**config.mk**
```make
export PLATFORM = sky130hd
export DESIGN_NAME = mod_sequencer
export DESIGN_NICKNAME = d
export VERILOG_FILES = /design/src/mod_sequencer.sv
export SDC_FILE = /design/constraint.sdc
export NUM_CORES = 1
export LEC_CHECK = 0
export ABC_AREA = 0
export BUFFER_PORTS_ARGS = -buffer_cell sky130_fd_sc_hd__buf_2
export CAP_MARGIN = 0
export CORE_MARGIN = 2
export CORE_UTILIZATION = 40
export CTS_CLUSTER_SIZE = 14
export DETAILED_ROUTE_END_ITERATION = 10
export PLACE_DENSITY = 0.64
export SLEW_MARGIN = 20
export SYNTH_ARGS = -nofsm -noshare
export SYNTH_HDL_FRONTEND = slang
export SYNTH_SLANG_ARGS = --single-unit
```
**constraint.sdc**
```tcl
create_clock -name CPU_CKIO -period 6.16 [get_ports CPU_CKIO]
set_input_delay 0.924 -clock CPU_CKIO [delete_from_list [all_inputs] [get_ports CPU_CKIO]]
set_output_delay 0.924 -clock CPU_CKIO [all_outputs]
set_load 0.005 [all_outputs]
```
**src/mod_sequencer.sv**
```systemverilog
// modulation sequencer, steps the sample index every mod_freq_div cycles and wraps at mod_cycle
`timescale 1ns/1ps
module mod_sequencer #(
  parameter int mod_addr_width = 14
) (
  input  logic                      CPU_CKIO,
  input  logic                      rst_n,
  input  logic [15:0]               mod_cycle,
  input  logic [31:0]               mod_freq_div,
  input  logic [7:0]                mem_data,
  output logic [mod_addr_width+1:0] mem_addr,
  output logic [15:0]               mod_idx,
  output logic [7:0]                mod_value
);

  logic [31:0] div_cnt;
  logic [31:0] div_last;  // last count before a step

  // a divider of 0 behaves as 1
  assign div_last = (mod_freq_div == '0) ? 32'd0 : mod_freq_div - 32'd1;

  always_ff @(posedge CPU_CKIO) begin
    if (!rst_n) begin
      div_cnt <= '0;
      mod_idx <= '0;
    end else if (div_cnt >= div_last) begin
      div_cnt <= '0;
      if (mod_idx >= mod_cycle) begin
        mod_idx <= '0;
      end else begin
        mod_idx <= mod_idx + 16'd1;
      end
    end else begin
      div_cnt <= div_cnt + 32'd1;
    end
  end

  assign mem_addr  = mod_idx[mod_addr_width+1:0];
  assign mod_value = mem_data;  // memory already adds the cycle of latency

endmodule

```
==> impl_metrics.csv <==
group,metric,value,unit
worst_setup_path,r2r_cells,8,
logic_synthesis,yosysMostFrequentCell,"nor2_1",
logic_synthesis,synthCells,522,
global_routing,busiest_layer,"met2",
die,coreArea,9820,um2
drt,firstDrtPassIters,4,
hold_path,hp-class,"flip-flop to flip-flop",
cells_and_area,regArea,961,um2
timing,rsz0062_at_grt,"no",
logic_synthesis,yosysTopAreaCellShare,0.236,
clock_network,cts_sinks,48,
die,start_util,0.415,
timing,hold_viol,0,
timing,fin_ws,1310,ps
clock_network,cts_setup_buffers,0,
run_status,outcome,"completed",
logic_synthesis,synth_xor_xnor_area_share,0.127,
worst_setup_path,path_max_fanout,32,
placed_design,port_buffers,81,
drt,antenna_left,0,
drt,wire_per_inst,13.3,um
global_routing,grt_pass1_wl,16200,um
clock_network,clk_latency,310,ps
hold_path,holdPathEnd,"div_cnt[0]",
pwr,ir_drop,0.0000882,V
logic_synthesis,synth_seq_cells,48,
global_routing,grt_overflow,0,
clock_network,cts_tree,"done",
worst_setup_path,max_stage_delay,720,ps
timing,finalCritPeriodShare,0.787,
cells_and_area,drive_gt1_frac,0.169,
placed_design,place_hpwl,7590,um
worst_setup_path,end_kind,"flip-flop",
die,ioPinCount,98,
logic_synthesis,post_synth_mux_area_share,0.0123,
timing,tightestPinTransition,988,ps
drt,drtIter0Drc,150,
worst_setup_path,arrival,5090,ps
timing,fin_skew,14.6,ps
timing,maxSlewViolCount,0,
logic_synthesis,synth_nets,632,
timing,period_minus_slack,4850,ps
hold_path,hold_path_startpoint,"div_cnt[0]",
logic_synthesis,synth-async-reset-ratio,0,
cells_and_area,synthToLayoutAreaGrowth,11.6,%
drt,drt_wl_total,9500,um
clock_network,postCtsResizedCells,0,
timing,tns,0,ps
global_routing,use_met2,0.298,
hold_path,hold_path_depth,1,
worst_setup_path,critical_path.slowest_cell,"or4b_4",
global_routing,grt_max_degree,33,
pwr,powerDensity,141,nW/um2
die,fp.dieH,105,um
global_routing,grt_use_met3,0.0337,
logic_synthesis,synth_area_leaders,"dfxtp_1 (24%), ha_1 (16%), xor2_1 (8.8%), nor2_1 (6.5%), nand2_1 (6.3%)",
logic_synthesis,synth_adder_area_share,0.160,
clock_network,numCtsBuffers,5,
timing,slew_headroom,0.335,
cells_and_area,multi_input_area,2780,um2
job,max_cap_violations,0,
timing,max_freq,206,MHz
worst_setup_path,required,6410,ps
logic_synthesis,yosys.area_share.simple,0.280,
worst_setup_path,worstReg2RegStart,"div_cnt[0]",
logic_synthesis,syn-cell-area,4070,um2
placed_design,routabilityCongestion,0.820,
die,rows,36,
drt,drc,0,
clock_network,clkSlewWorstSetupHoldPaths,100,ps
clock_network,root_buffer,"clkbuf_8",
worst_setup_path,r2r_end,"div_cnt[26]",
worst_setup_path,criticalPathCategory,"input port to flip-flop",
logic_synthesis,ys_seq_area_frac,0.236,
clock_network,hold_buffers,0,
logic_synthesis,ys_warn_count,0,
global_routing,antenna_found_initial,0,
placed_design,pre_cts_ws,1020,ps
clock_network,cts_buffer_depth,2,
cells_and_area,nets,689,
die,die_area,11000,um2
timing,setup_viol,0,
logic_synthesis,synth_compound_area_frac,0.103,
clock_network,htreeDepth,2,
global_routing,met1_usage,0.226,
worst_setup_path,crit_chain,"buf_2 > or4_4 > nor3_4 > nand4b_2 > or4b_4 > and4b_1 > a21oi_1 > ha_1 > nand4_1 > nor3_1 > a221o_1 > nand3b_1 > nor3_1 > a21oi_1 > mux2i_1",
placed_design,place_area,4420,um2
logic_synthesis,yosysUniqueCellTypes,54,
pwr,p_leak,0.00219,uW
worst_setup_path,r2r_slack,3490,ps
logic_synthesis,synth_edf_count,0,
worst_setup_path,crit_path_start_kind,"input port",
global_routing,grt_pass1_vias,3567,
logic_synthesis,synth_top_family_by_area,"simple AND/OR/NAND/NOR gates",
logic_synthesis,synth.largest_area_cell,"dfxtp_1",
die,die_w,105,um
cells_and_area,finalInstanceArea,4540,um2
logic_synthesis,synth_flop_cell,"dfxtp_1",
logic_synthesis,synth_commonest_cells,"nor2_1 (70), nand2_1 (68), ha_1 (52), dfxtp_1 (48), xor2_1 (41)",
drt,vias,3683,
cells_and_area,antenna_cells,0,
cells_and_area,n_fill_cell,1010,
drt,via_per_inst,5.17,
logic_synthesis,synth_area_per_cell,7.80,um2
global_routing,grtUsageTotal,0.176,
worst max-delay path by stage:
stage,to,start,cells past startpoint
2_1_floorplan,mem_addr[14],mod_freq_div[11],15
3_3_place_gp,mem_addr[13],mod_freq_div[11],14
3_5_place_dp,mem_addr[6],mod_freq_div[11],15
4_1_cts,mem_addr[6],mod_freq_div[11],15
5_1_grt,mem_addr[8],mod_freq_div[26],16
6_report,mem_addr[2],mod_freq_div[11],15
metal layers:
metal  wire length [um]  part of all wire
met1               4540              0.48
met2               4450              0.47
met3                366             0.039
met4                140             0.015
met5                  0                 0
power breakdown:
part / internal (uW) / total [uW] / switching [uW]
clock: 133 / 244 / 111
sequential: 312 / 314 / 1.87
combinational: 35.9 / 80.8 / 44.9
worst max-delay path, delay by kind of cell:
family / cells / cell delay, ps
and+or+nand+nor: 9 / 3060
adders and majority gates: 1 / 270
AOI/OAI and AO/OA: 3 / 560
buffers and inverters: 1 / 120
muxes: 1 / 160
area by class of cell:
class / instances / area share
Clock buffer: 6 / 0.0182
Inverter: 25 / 0.0207
Multi-Input combinational cell: 416 / 0.612
Timing Repair Buffer: 83 / 0.0926
Clock inverter: 2 / 0.00854
Tap cell: 133 / 0.0366
Sequential cell: 48 / 0.212
cells in the final DEF (no fill, tap or decap), drive strengths merged, types with 6 or more instances in the layout:
cell and n:
nor4 7, o21ai 15, a21oi 23, nor3 18, xnor2 18, nor2 70
inv 24, nand2 68, nand3 21, dfxtp 48, nand4 10, xor2 41
ha 52, and3 10, buf 83, or4 6, clkbuf 6
flip-flops by register name, indices dropped and copies added (netlist names):
register  flops
div_cnt      32
mem_addr     16
logic make-up (layout without fill, tap and decap cells):
group,Yosys count,in the layout
compound gates,66,66
xor+xnor,59,59
fa+ha+maj,52,52
buf+inv,58,116
flops,48,48
mux,5,5
simple gates,234,234
stage by stage:
stage / total power (uW) / cells / util / hold WS (ps)
detailed placement: 401 / 705 / 0.450 / 456
floorplan: 370 / 522 / - / 430
global route: 673 / 713 / 0.463 / 507
finish: 638 / 713 / 0.463 / 476
global placement: 399 / 705 / 0.450 / 445
CTS: 650 / 713 / 0.463 / 482
Note: power is estimated with default switching activity, not from simulation.
