### config.mk
export PLATFORM = sky130hd
export DESIGN_NAME = cpu_bus_decoder
export DESIGN_NICKNAME = d
export VERILOG_FILES = /design/src/array_ctl_pkg.sv /design/src/cpu_bus_decoder.sv
export SDC_FILE = /design/constraint.sdc
export NUM_CORES = 1
export LEC_CHECK = 0
export BUFFER_PORTS_ARGS = -buffer_cell sky130_fd_sc_hd__buf_4
export CAP_MARGIN = 15
export CORE_UTILIZATION = 37
export CTS_BUF_LIST = sky130_fd_sc_hd__clkbuf_4
export CTS_CLUSTER_SIZE = 8
export DETAILED_ROUTE_END_ITERATION = 7
export GPL_TIMING_DRIVEN = 0
export PLACE_DENSITY = 0.87
export SLEW_MARGIN = 40
export SYNTH_ARGS = -nofsm -noshare
export SYNTH_HDL_FRONTEND = slang
export SYNTH_SLANG_ARGS = --single-unit
### constraint.sdc
create_clock -name CPU_CKIO -period 2.1 [get_ports CPU_CKIO]
set_input_delay 0.21 -clock CPU_CKIO [delete_from_list [all_inputs] [get_ports CPU_CKIO]]
set_output_delay 0.21 -clock CPU_CKIO [all_outputs]
set_load 0.005 [all_outputs]
### src/array_ctl_pkg.sv
// shared codes, register offsets and word types for the array controller, imported by all modules
package array_ctl_pkg;

  // block select, taken from cpu_addr[16:15]
  localparam logic [1:0] bram_select_controller = 2'd0;
  localparam logic [1:0] bram_select_mod        = 2'd1;
  localparam logic [1:0] bram_select_normal     = 2'd2;
  localparam logic [1:0] bram_select_stm        = 2'd3;

  // controller register offsets (word address)
  localparam logic [13:0] addr_ctl_flag       = 14'h0000;
  localparam logic [13:0] addr_mod_mem_page   = 14'h0020;
  localparam logic [13:0] addr_mod_cycle      = 14'h0021;
  localparam logic [13:0] addr_mod_freq_div_0 = 14'h0022;
  localparam logic [13:0] addr_mod_freq_div_1 = 14'h0023;
  localparam logic [13:0] addr_silent_step    = 14'h002d;

  // bits of the flag register
  localparam int ctl_flag_force_fan_bit = 4;
  localparam int ctl_flag_sync_bit      = 8;

  // duty/phase table entry
  // the CPU writes the raw word, the scanner splits it
  typedef union packed {
    logic [15:0] raw;
    struct packed {
      logic [7:0] duty;   // high byte
      logic [7:0] phase;  // low byte
    } dp;
  } duty_phase_word_t;

endpackage

### src/cpu_bus_decoder.sv
// samples the CPU bus, issues one write strobe per write cycle and returns register read data
`timescale 1ns/1ps
module cpu_bus_decoder (
  input  logic        CPU_CKIO,
  input  logic        rst_n,
  input  logic        cpu_cs1_n,
  input  logic        cpu_we0_n,
  input  logic [16:0] cpu_addr,
  input  logic [15:0] cpu_data,
  input  logic [15:0] ctl_rd_data,
  input  logic [15:0] table_rd_data,
  output logic        wr_en,
  output logic [1:0]  wr_select,
  output logic [13:0] wr_addr,
  output logic [15:0] wr_data,
  output logic [13:0] rd_addr,
  output logic [15:0] cpu_data_read
);
  import array_ctl_pkg::*;

  logic        cs_n_q;
  logic        we_n_q;
  logic        we_n_d;   // previous sample of we, for the edge
  logic [16:0] addr_q;
  logic [15:0] data_q;
  logic [1:0]  rd_sel_q; // select of the word now in the read registers

  always_ff @(posedge CPU_CKIO) begin
    if (!rst_n) begin
      cs_n_q   <= 1'b1;
      we_n_q   <= 1'b1;
      we_n_d   <= 1'b1;
      wr_en    <= 1'b0;
      rd_sel_q <= bram_select_controller;
    end else begin
      cs_n_q   <= cpu_cs1_n;
      we_n_q   <= cpu_we0_n;
      we_n_d   <= we_n_q;
      wr_en    <= ~cs_n_q & ~we_n_q & we_n_d;  // falling edge of we while selected
      rd_sel_q <= addr_q[16:15];
    end
  end

  // payload, no reset
  always_ff @(posedge CPU_CKIO) begin
    addr_q <= cpu_addr;
    data_q <= cpu_data;
  end

  assign wr_select = addr_q[16:15];
  assign wr_addr   = addr_q[14:1];
  assign wr_data   = data_q;
  assign rd_addr   = addr_q[14:1];

  always_comb begin
    case (rd_sel_q)
      bram_select_controller: cpu_data_read = ctl_rd_data;
      bram_select_normal:     cpu_data_read = table_rd_data;
      default:                cpu_data_read = '0;  // mod and stm are write only
    endcase
  end

endmodule

==> qor.yml <==
status: "completed"
async_reset_ff_share_pct: 0
via_count: 1406
core_area_um2: 2880
vias_per_cell: 4.59
area_delta_synth_final_pct: 120
number_of_antenna_violations_at_the_first_check_in_global_routing: 0
ys_ff_latch: 38
antennaDiodeCount: 0
remaining_overflow_grt: 0
hpwlAfterDp_mm: 2.91
grtUsageMet2_pct: 67.7
most_crowded_layer_gr: "met2"
die-width_um: 58.1
met1_resource_use_gr_pct: 34.2
path_max_fanout: 10
netlist_instances: 94
first_global_vias: 1505
dominantRegCellSynth: "dfxtp_1"
synth.largest_area_cell: "dfxtp_1"
die_h_um: 58.1
drt-initial-drc-count: 55
critPathRequiredTime_ns: 1.89
grt_max_degree: 13
synth.lib_cells_used.distinct: 11
tritoncts_num_sinks: 38
fmaxAchievable_ghz: 0.605
grt_use_met3_pct: 11.8
syn_area_um2: 1160
setup_viol: 0
final_antenna_net_count: 0
cts_inserted_buffers: 5
path_clk_slew_ns: 0.12
final.setup.worst_slack_ns: 0.447
final_min_period_over_clock_period_pct: 78.7
drive_gt1_share_pct: 58.3
route.detailed.wl_per_inst_um: 18.7
wl_mm: 5.72
synth_warnings: 0
design.final.nets: 332
clock_tree.root_cell: "clkbuf_4"
vdd.ir_drop.worst_v: 0.000699
cts_tree: "built"
worst_path_max_delay_cell: "dfxtp_1"
filler_cell_count: 118
finClkSkew_ns: 0.00299
worst_slew_pin_slew_ns: 0.315
synth_edf_count: 0
final_cells: 306
drt-pass1-iter-count: 4
top_area_cell_type_share_of_the_netlist_area_pct: 65.3
timing_max_transition_violations_final: 0
multi_input_comb_area_um2: 259
fin_tns_setup_ns: 0
hold_viol: 0
postSynthNetCount: 163
holdCritPathClass: "in -> reg"
cts_max_path_buffers: 2
synth_top_cells_by_count: "dfxtp_1 (38), mux2i_1 (16), nor2_1 (16)"
gpl.final_weighted_congestion: 0.713
postCtsResizedCells: 0
die_area_um2: 3380
avgSynthCellArea_um2: 12.4
sequential_standard_cell_area_um2: 761
cp_cell_sequence: "buf_6 > buf_12 > mux2i_1 > nor2_1 > buf_4"
worstSetupEndpointType: "primary output"
final_cell_area_um2: 2570
drv.max_cap_violation_count: 0
total_instance_count_after_detailed_placement: 266
setup.worst_path.start_class: "flop"
data_arrival_time_of_the_critical_path_ns: 1.44
static-leakage-power_nw: 1.31
grt_use_total_pct: 34.9
clock_insertion_delay_worst_skew_ns: 0.34
buffer_ports.inserted: 130
dpl_worst_slack_ns: 0.877
initial_core_util_pct: 40.5
power_density_of_the_placed_cells_nw_per_um2: 593
boundaryPins: 132
drc_errors: 0
ys_seq_area_share_pct: 65.3
first_pass_grt_wire_length_mm: 8.11
finalCriticalPeriod_ns: 1.65
rsz_0062_raised_after_global_routing: "no"
setup.worst_path.class: "reg -> out"
yosysMostFrequentCell: "dfxtp_1"
cts_max_level: 2
synthTopCellsByArea: "dfxtp_1 (65%), mux2i_1 (14%), buf_4 (9.0%), nor2_1 (5.2%), buf_12 (1.7%)"
placementRows: 19
max-slew-margin-rel_pct: 79.0
post_dp_cell_area_um2: 2190
crit_path_max_incr_delay_ns: 0.38
[kinds of logic after synthesis]
family	Yosys count	share of synthesized area, %
buffers and inverters	18	12.5
AND/OR/NAND/NOR	22	8.49
multiplexers	16	13.7
flip-flops	38	65.3
[area by class of cell]
class | count | share of cell area (%)
repair buffers | 162 | 50.5
flip-flops and latches | 38 | 29.6
multi-input cells | 38 | 10.1
plain buffers | 18 | 5.65
well taps | 42 | 2.05
clock buffers | 5 | 1.46
clock inverters | 3 | 0.634
[flip-flops by register name, summed over array words and instances, names as in the netlist]
signal    cells
we_n_d        1
wr_data      16
we_n_q        1
addr_q       16
rd_sel_q      2
cs_n_q        1
wr_en         1
[worst max-delay path, delay by kind of cell, from the launching register on]
kind | cells | cell delay, ns
DFF | 1 | 0.38
and+or+nand+nor | 1 | 0.07
buffers and inverters | 3 | 0.45
muxes | 1 | 0.21
[placed cells by master (no fill, tap or decap)]
master	netlist	final
nand2b_1	3	3
and2_1	2	2
clkbuf_4	0	5
clkinv_1	0	1
buf_6	1	1
dfxtp_1	38	38
clkinv_2	0	1
buf_2	1	1
buf_1	1	1
clkinvlp_4	0	1
nor3b_1	1	1
buf_12	1	1
mux2i_1	16	16
buf_4	14	144
nor2_1	16	16
dlygate4sd3_1	0	32
[timing repair]
item | 4_1_cts | 5_1_grt
hold buffers | 32 | 0
buffers inserted | 0 | 0
endpoints found under the hold margin | 32 | 0
[power breakdown]
| group | switching, W | internal [W] |
|---|---|---|
| sequential | 0.0000229 | 0.000759 |
| clock | 0.000258 | 0.000125 |
| combinational | 0.000116 | 0.000244 |
[through the flow]
step	hold WS, ns	power [W]	utilization (%)
floorplan	0.238	0.000867	-
global placement	0.314	0.00107	76.3
detailed placement	0.316	0.00108	76.3
CTS	0.0423	0.00149	89.3
global route	0.0426	0.00158	89.3
finish	0.0570	0.00152	89.3
[metal layers]
metal  part of all wire (%)  vias to the layer above
met5                      0                        -
met4                    2.4                        0
met3                    8.8                       10
met2                     54                      115
met1                     35                      660
li1                       -                      621
[path summary, 6_finish.rpt]
path / start / end / slack, ns / cells after the start
worst max register to register: we_n_q$_SDFF_PN1_ / wr_en$_SDFF_PN0_ / 1.15 / 2
worst max-delay path: rd_sel_q[1]$_SDFF_PN0_ / cpu_data_read[8] / 0.45 / 5
worst min register to register: cs_n_q$_SDFF_PN1_ / wr_en$_SDFF_PN0_ / 0.44 / 1
worst min-delay path: cpu_cs1_n / cs_n_q$_SDFF_PN1_ / 0.06 / 2
(Power assumes the default switching activity.)
