<file path="src/array_ctl_pkg.sv">
// shared codes, register offsets and word types for the array controller, imported by all modules
package array_ctl_pkg;

  // block select, taken from cpu_addr[16:15]
  localparam logic [1:0] bram_select_controller = 2'd0;
  localparam logic [1:0] bram_select_mod        = 2'd1;
  localparam logic [1:0] bram_select_normal     = 2'd2;
  localparam logic [1:0] bram_select_stm        = 2'd3;

  // controller register offsets (word address)
  localparam logic [13:0] addr_ctl_flag       = 14'h0000;
  localparam logic [13:0] addr_mod_mem_page   = 14'h0020;
  localparam logic [13:0] addr_mod_cycle      = 14'h0021;
  localparam logic [13:0] addr_mod_freq_div_0 = 14'h0022;
  localparam logic [13:0] addr_mod_freq_div_1 = 14'h0023;
  localparam logic [13:0] addr_silent_step    = 14'h002d;

  // bits of the flag register
  localparam int ctl_flag_force_fan_bit = 4;
  localparam int ctl_flag_sync_bit      = 8;

  // duty/phase table entry
  // the CPU writes the raw word, the scanner splits it
  typedef union packed {
    logic [15:0] raw;
    struct packed {
      logic [7:0] duty;   // high byte
      logic [7:0] phase;  // low byte
    } dp;
  } duty_phase_word_t;

endpackage

</file>
<file path="src/ctl_regs.sv">
// controller register bank: flags, modulation cycle, divider and page, written and read by the CPU
`timescale 1ns/1ps
module ctl_regs (
  input  logic        CPU_CKIO,
  input  logic        rst_n,
  input  logic        wr_en,
  input  logic [1:0]  wr_select,
  input  logic [13:0] wr_addr,
  input  logic [15:0] wr_data,
  input  logic [13:0] rd_addr,
  output logic [15:0] rd_data,
  output logic        sync,
  output logic        force_fan,
  output logic        mod_mem_page,
  output logic [15:0] mod_cycle,
  output logic [31:0] mod_freq_div,
  output logic [15:0] silent_step
);
  import array_ctl_pkg::*;

  logic [15:0] ctl_flag;
  logic [15:0] freq_div_lo;
  logic [15:0] freq_div_hi;
  logic        reg_wr;

  assign reg_wr = wr_en && (wr_select == bram_select_controller);

  always_ff @(posedge CPU_CKIO) begin
    if (!rst_n) begin
      ctl_flag     <= '0;
      mod_mem_page <= 1'b0;
      mod_cycle    <= '0;
      freq_div_lo  <= '0;
      freq_div_hi  <= '0;
      silent_step  <= '0;
    end else if (reg_wr) begin
      case (wr_addr)
        addr_ctl_flag:       ctl_flag     <= wr_data;
        addr_mod_mem_page:   mod_mem_page <= wr_data[0];
        addr_mod_cycle:      mod_cycle    <= wr_data;
        addr_mod_freq_div_0: freq_div_lo  <= wr_data;
        addr_mod_freq_div_1: freq_div_hi  <= wr_data;
        addr_silent_step:    silent_step  <= wr_data;
        default: ;  // unmapped offsets are dropped
      endcase
    end
  end

  // read port, one cycle latency
  always_ff @(posedge CPU_CKIO) begin
    case (rd_addr)
      addr_ctl_flag:       rd_data <= ctl_flag;
      addr_mod_mem_page:   rd_data <= {15'd0, mod_mem_page};
      addr_mod_cycle:      rd_data <= mod_cycle;
      addr_mod_freq_div_0: rd_data <= freq_div_lo;
      addr_mod_freq_div_1: rd_data <= freq_div_hi;
      addr_silent_step:    rd_data <= silent_step;
      default:             rd_data <= '0;
    endcase
  end

  assign mod_freq_div = {freq_div_hi, freq_div_lo};
  assign sync         = ctl_flag[ctl_flag_sync_bit];
  assign force_fan    = ctl_flag[ctl_flag_force_fan_bit];

endmodule

</file>
<file path="config.mk">
export PLATFORM = sky130hd
export DESIGN_NAME = ctl_regs
export DESIGN_NICKNAME = d
export VERILOG_FILES = /design/src/array_ctl_pkg.sv /design/src/ctl_regs.sv
export SDC_FILE = /design/constraint.sdc
export NUM_CORES = 1
export LEC_CHECK = 0
export ABC_AREA = 1
export BUFFER_PORTS_ARGS = -buffer_cell sky130_fd_sc_hd__buf_2
export CAP_MARGIN = 20
export CORE_MARGIN = 10
export CORE_UTILIZATION = 45
export DETAILED_ROUTE_END_ITERATION = 10
export GPL_ROUTABILITY_DRIVEN = 0
export PLACE_DENSITY = 0.72
export SLEW_MARGIN = 0
export SYNTH_ARGS = -nofsm -noshare
export SYNTH_HDL_FRONTEND = slang
export SYNTH_SLANG_ARGS = --single-unit
export TNS_END_PERCENT = 20
</file>
<file path="constraint.sdc">
create_clock -name CPU_CKIO -period 1.5 [get_ports CPU_CKIO]
set_clock_uncertainty 0.1 [all_clocks]
set_input_delay 0.15 -clock CPU_CKIO [delete_from_list [all_inputs] [get_ports CPU_CKIO]]
set_output_delay 0.15 -clock CPU_CKIO [all_outputs]
set_load 0.01 [all_outputs]
</file>
==> impl_summary.log <==
INFO  metric status = completed
INFO  metric clockPowerShare = 41.0%
INFO  metric endpoint_kind = primary output
INFO  metric timing.hold.worst.start = wr_data[14]
INFO  metric dr.pass1.iters = 5
INFO  metric critical_path_depth = 1
INFO  metric sw_frac_of_total = 23.8%
INFO  metric drt.antenna.violating_nets = 0
INFO  metric slew_at_the_pin_closest_to_its_max_slew_limit = 353 ps
INFO  metric routed_via_density = 5.33
INFO  metric grt.overflow.total = 0
INFO  metric design.final.nets = 856
INFO  metric synth-seq-area-share = 40.3%
INFO  metric postCtsSetupRepairBufs = 0
INFO  metric first_global_vias = 4635
INFO  metric worstPathBufferInverterCount = 1
INFO  metric grt_max_degree = 82
INFO  metric fillerInstances = 1007
INFO  metric antenna_found_initial = 0
INFO  metric coreArea = 10400 um^2
INFO  metric timing.critical_path.slowest_stage_cell = sky130_fd_sc_hd__dfxtp_1
INFO  metric num_rows = 37
INFO  metric worst-endpoint-arrival = 950 ps
INFO  metric dp.final_hpwl = 10.6 mm
INFO  metric die-width = 123 um
INFO  metric htreeDepth = 3
INFO  metric synth_cells = 697
INFO  metric total_nets_after_synthesis = 746
INFO  metric initial_core_util = 46.4%
INFO  metric finalSetupTns = 0 ps
INFO  metric slew_headroom = 76.5%
INFO  metric die_area = 15200 um^2
INFO  metric post_drt_wl_per_cell = 15.7 um
INFO  metric layout_min_cycle_time = 1200 ps
INFO  metric tritoncts = built
INFO  metric ports = 132
INFO  metric ff2ff_setup_slack = 570 ps
INFO  metric intPower = 3.69 mW
INFO  metric whs_endpoint = ctl_flag[14]$_SDFFE_PN0P_
INFO  metric holdBufCountCts = 0
INFO  metric max-cap-violations = 0
INFO  metric post_cts.resized_instances = 0
INFO  metric floorplan.die.height = 123 um
INFO  metric timing.rr.start = mod_cycle[10]$_SDFFE_PN0P_
INFO  metric num_antenna_cells = 0
INFO  metric timing.critical_path.required = 1250 ps
INFO  metric critical_path_class = flop to primary output
INFO  metric reg_power_share = 53.1%
INFO  metric synth.ff_latch_count = 97
INFO  metric min_period_over_period = 80.0%
INFO  metric grt_pass1_wl = 23.8 mm
INFO  metric clkTransAtPathRegs = 110 ps
INFO  metric via_total_after_detailed_routing = 5053
INFO  metric drv_slew = 0
INFO  metric power_per_cell_area = 820 nW/um^2
INFO  metric share_of_layout_cells_above_drive_strength_1 = 23.6%
INFO  metric mappedNetlistArea = 4810 um^2
INFO  metric timing.fmax = 833 MHz
INFO  metric cts.sink_count = 97
INFO  metric cts_max_path_buffers = 2
INFO  metric worst_reg2reg_path_endpoint = rd_data[10]$_DFF_P_
INFO  metric yosys_warnings = 0
INFO  metric synth_cell_type_count = 20
INFO  metric placement.io_buffers = 131
INFO  metric setup-violations-final = 0
INFO  metric rsz0062_at_grt = false
INFO  metric track_usage = 19.3%
INFO  metric fin_hold_ws = 82.6 ps
INFO  metric mean_instance_size_in_the_synthesized_netlist = 6.91 um^2
INFO  metric final_hold_viol_count = 0
INFO  metric worst_path_largest_cell_delay = 420 ps
INFO  metric net-switching-power = 1.15 mW
INFO  metric crit_family = flip-flops
INFO  metric crit_path_max_fanout = 3
INFO  metric worst_r2r_path_depth = 4
INFO  metric synthToLayoutAreaGrowth = 22.7%
INFO  metric clkLatencyLatePin = 360 ps
INFO  metric p_comb_share = 5.9%
INFO  metric drc_errors = 0
INFO  metric cp_cell_sequence = buf_2
INFO  metric cts_made_buffers = 9
INFO  metric power.leakage = 2.82 nW
INFO  metric ir_worst_vdd = 0.000481 V
INFO  metric detail_route.wirelength = 14.9 mm
INFO  metric cts-root-buf = sky130_fd_sc_hd__clkbuf_8
INFO  metric worstHoldPathType = primary input to flop
INFO  metric dr.first_iter.drc_count = 540
INFO  metric whs_path_depth = 5
INFO  metric startpoint_type = flop
[cell families (layout without fill, tap and decap cells)]
logic type | after synthesis | count (layout) | share of synthesized area [%]
AOI/OAI and AO/OA | 81 | 81 | 8.42
and+or+nand+nor | 440 | 440 | 41.4
buffers and inverters | 79 | 194 | 9.85
DFF | 97 | 97 | 40.3
[metrics by stage]
stage | power, mW | std cells | setup slack [ps] | utilization [%] | cell area, um^2
3_5_place_dp | 2.92 | 932 | 47.3 | 54.7 | 5670
2_1_floorplan | 2.80 | 697 | 352 | - | 4810
5_1_grt | 4.99 | 948 | 265 | 57.0 | 5910
3_3_place_gp | 2.91 | 932 | 85.4 | 54.7 | 5670
6_report | 4.84 | 948 | 299 | 57.0 | 5910
4_1_cts | 4.86 | 948 | 308 | 57.0 | 5910
[power groups by stage]
stage / clock network (mW) / logic, mW / registers, mW
after floorplan: 0 / 0.163 / 2.63
after CTS: 2.01 / 0.284 / 2.57
after detailed placement: 0 / 0.284 / 2.63
final: 1.98 / 0.285 / 2.57
after global placement: 0 / 0.275 / 2.63
after global routing: 2.10 / 0.317 / 2.57
[sequential cells by signal, summed over array words and instances, names as in the netlist]
signal	flops
mod_mem_page	1
mod_cycle	16
freq_div_lo	16
ctl_flag	16
freq_div_hi	16
silent_step	16
rd_data	16
[worst max-delay path by stage]
stage,startpoint,endpoint,slack (ps)
after global placement,wr_addr[4],silent_step[5]$_SDFFE_PN0P_,90
final,mod_cycle[12]$_SDFFE_PN0P_,mod_cycle[12],300
after CTS,mod_cycle[12]$_SDFFE_PN0P_,mod_cycle[12],310
after floorplan,wr_addr[4],freq_div_hi[0]$_SDFFE_PN0P_,350
after detailed placement,wr_addr[4],freq_div_lo[14]$_SDFFE_PN0P_,50
after global routing,mod_cycle[12]$_SDFFE_PN0P_,mod_cycle[12],270
[cell usage in the layout (no fill, tap or decap)]
cell type	n
sky130_fd_sc_hd__clkbuf_8	10
sky130_fd_sc_hd__clkinvlp_4	1
sky130_fd_sc_hd__nand3_1	152
sky130_fd_sc_hd__nand2_1	154
sky130_fd_sc_hd__bufinv_16	2
sky130_fd_sc_hd__buf_4	2
sky130_fd_sc_hd__nand4_1	1
sky130_fd_sc_hd__inv_1	25
sky130_fd_sc_hd__inv_2	1
sky130_fd_sc_hd__nor2_1	108
sky130_fd_sc_hd__nor2_2	6
sky130_fd_sc_hd__nand3b_1	2
sky130_fd_sc_hd__clkinv_4	1
sky130_fd_sc_hd__nor3_4	1
sky130_fd_sc_hd__dfxtp_1	97
sky130_fd_sc_hd__buf_2	131
sky130_fd_sc_hd__nand3_4	1
sky130_fd_sc_hd__nand2_4	1
sky130_fd_sc_hd__a21oi_1	81
sky130_fd_sc_hd__buf_12	19
sky130_fd_sc_hd__nor2_4	13
sky130_fd_sc_hd__inv_8	2
sky130_fd_sc_hd__nand3_2	1
[cell usage after synthesis]
library cell               number  area (um^2)
sky130_fd_sc_hd__nor2_2         7         43.8
sky130_fd_sc_hd__nand3_2        1         10.0
sky130_fd_sc_hd__buf_2          1         5.00
sky130_fd_sc_hd__inv_2          1         3.75
sky130_fd_sc_hd__clkbuf_1       1         3.75
sky130_fd_sc_hd__nand3_4        1         17.5
sky130_fd_sc_hd__nand2_1      154          578
sky130_fd_sc_hd__dfxtp_1       97         1940
sky130_fd_sc_hd__nand2_4        1         11.3
sky130_fd_sc_hd__nor3_4         1         16.3
sky130_fd_sc_hd__nand3b_1       2         15.0
sky130_fd_sc_hd__nor2_1       109          409
sky130_fd_sc_hd__nor2_4        11          124
sky130_fd_sc_hd__inv_1         25         93.8
sky130_fd_sc_hd__buf_4         39          293
sky130_fd_sc_hd__a21oi_1       81          405
sky130_fd_sc_hd__nand3_1      152          761
sky130_fd_sc_hd__nand4_1        1         6.26
sky130_fd_sc_hd__buf_6          4         45.0
sky130_fd_sc_hd__buf_1          8         30.0
[final cells by class]
| class | count | area (um^2) | share of cell area, % |
|---|---|---|---|
| Multi-Input combinational cell | 521 | 2410 | 40.8 |
| Tap cell | 136 | 170 | 2.88 |
| Clock inverter | 6 | 98.8 | 1.67 |
| Sequential cell | 97 | 1940 | 32.9 |
| Timing Repair Buffer | 152 | 1050 | 17.8 |
| Clock buffer | 10 | 138 | 2.33 |
| Inverter | 26 | 97.6 | 1.65 |
[routing by layer]
metal / global-route usage, % / vias to the layer above / wire length (um)
li1: - / 2490 / -
met1: 26.1 / 2333 / 6330
met2: 30.2 / 214 / 7020
met3: 4.28 / 16 / 1390
met4: 5.60 / 0 / 159
met5: 0 / - / 0
No activity file was read; power rests on OpenSTA's default activity.
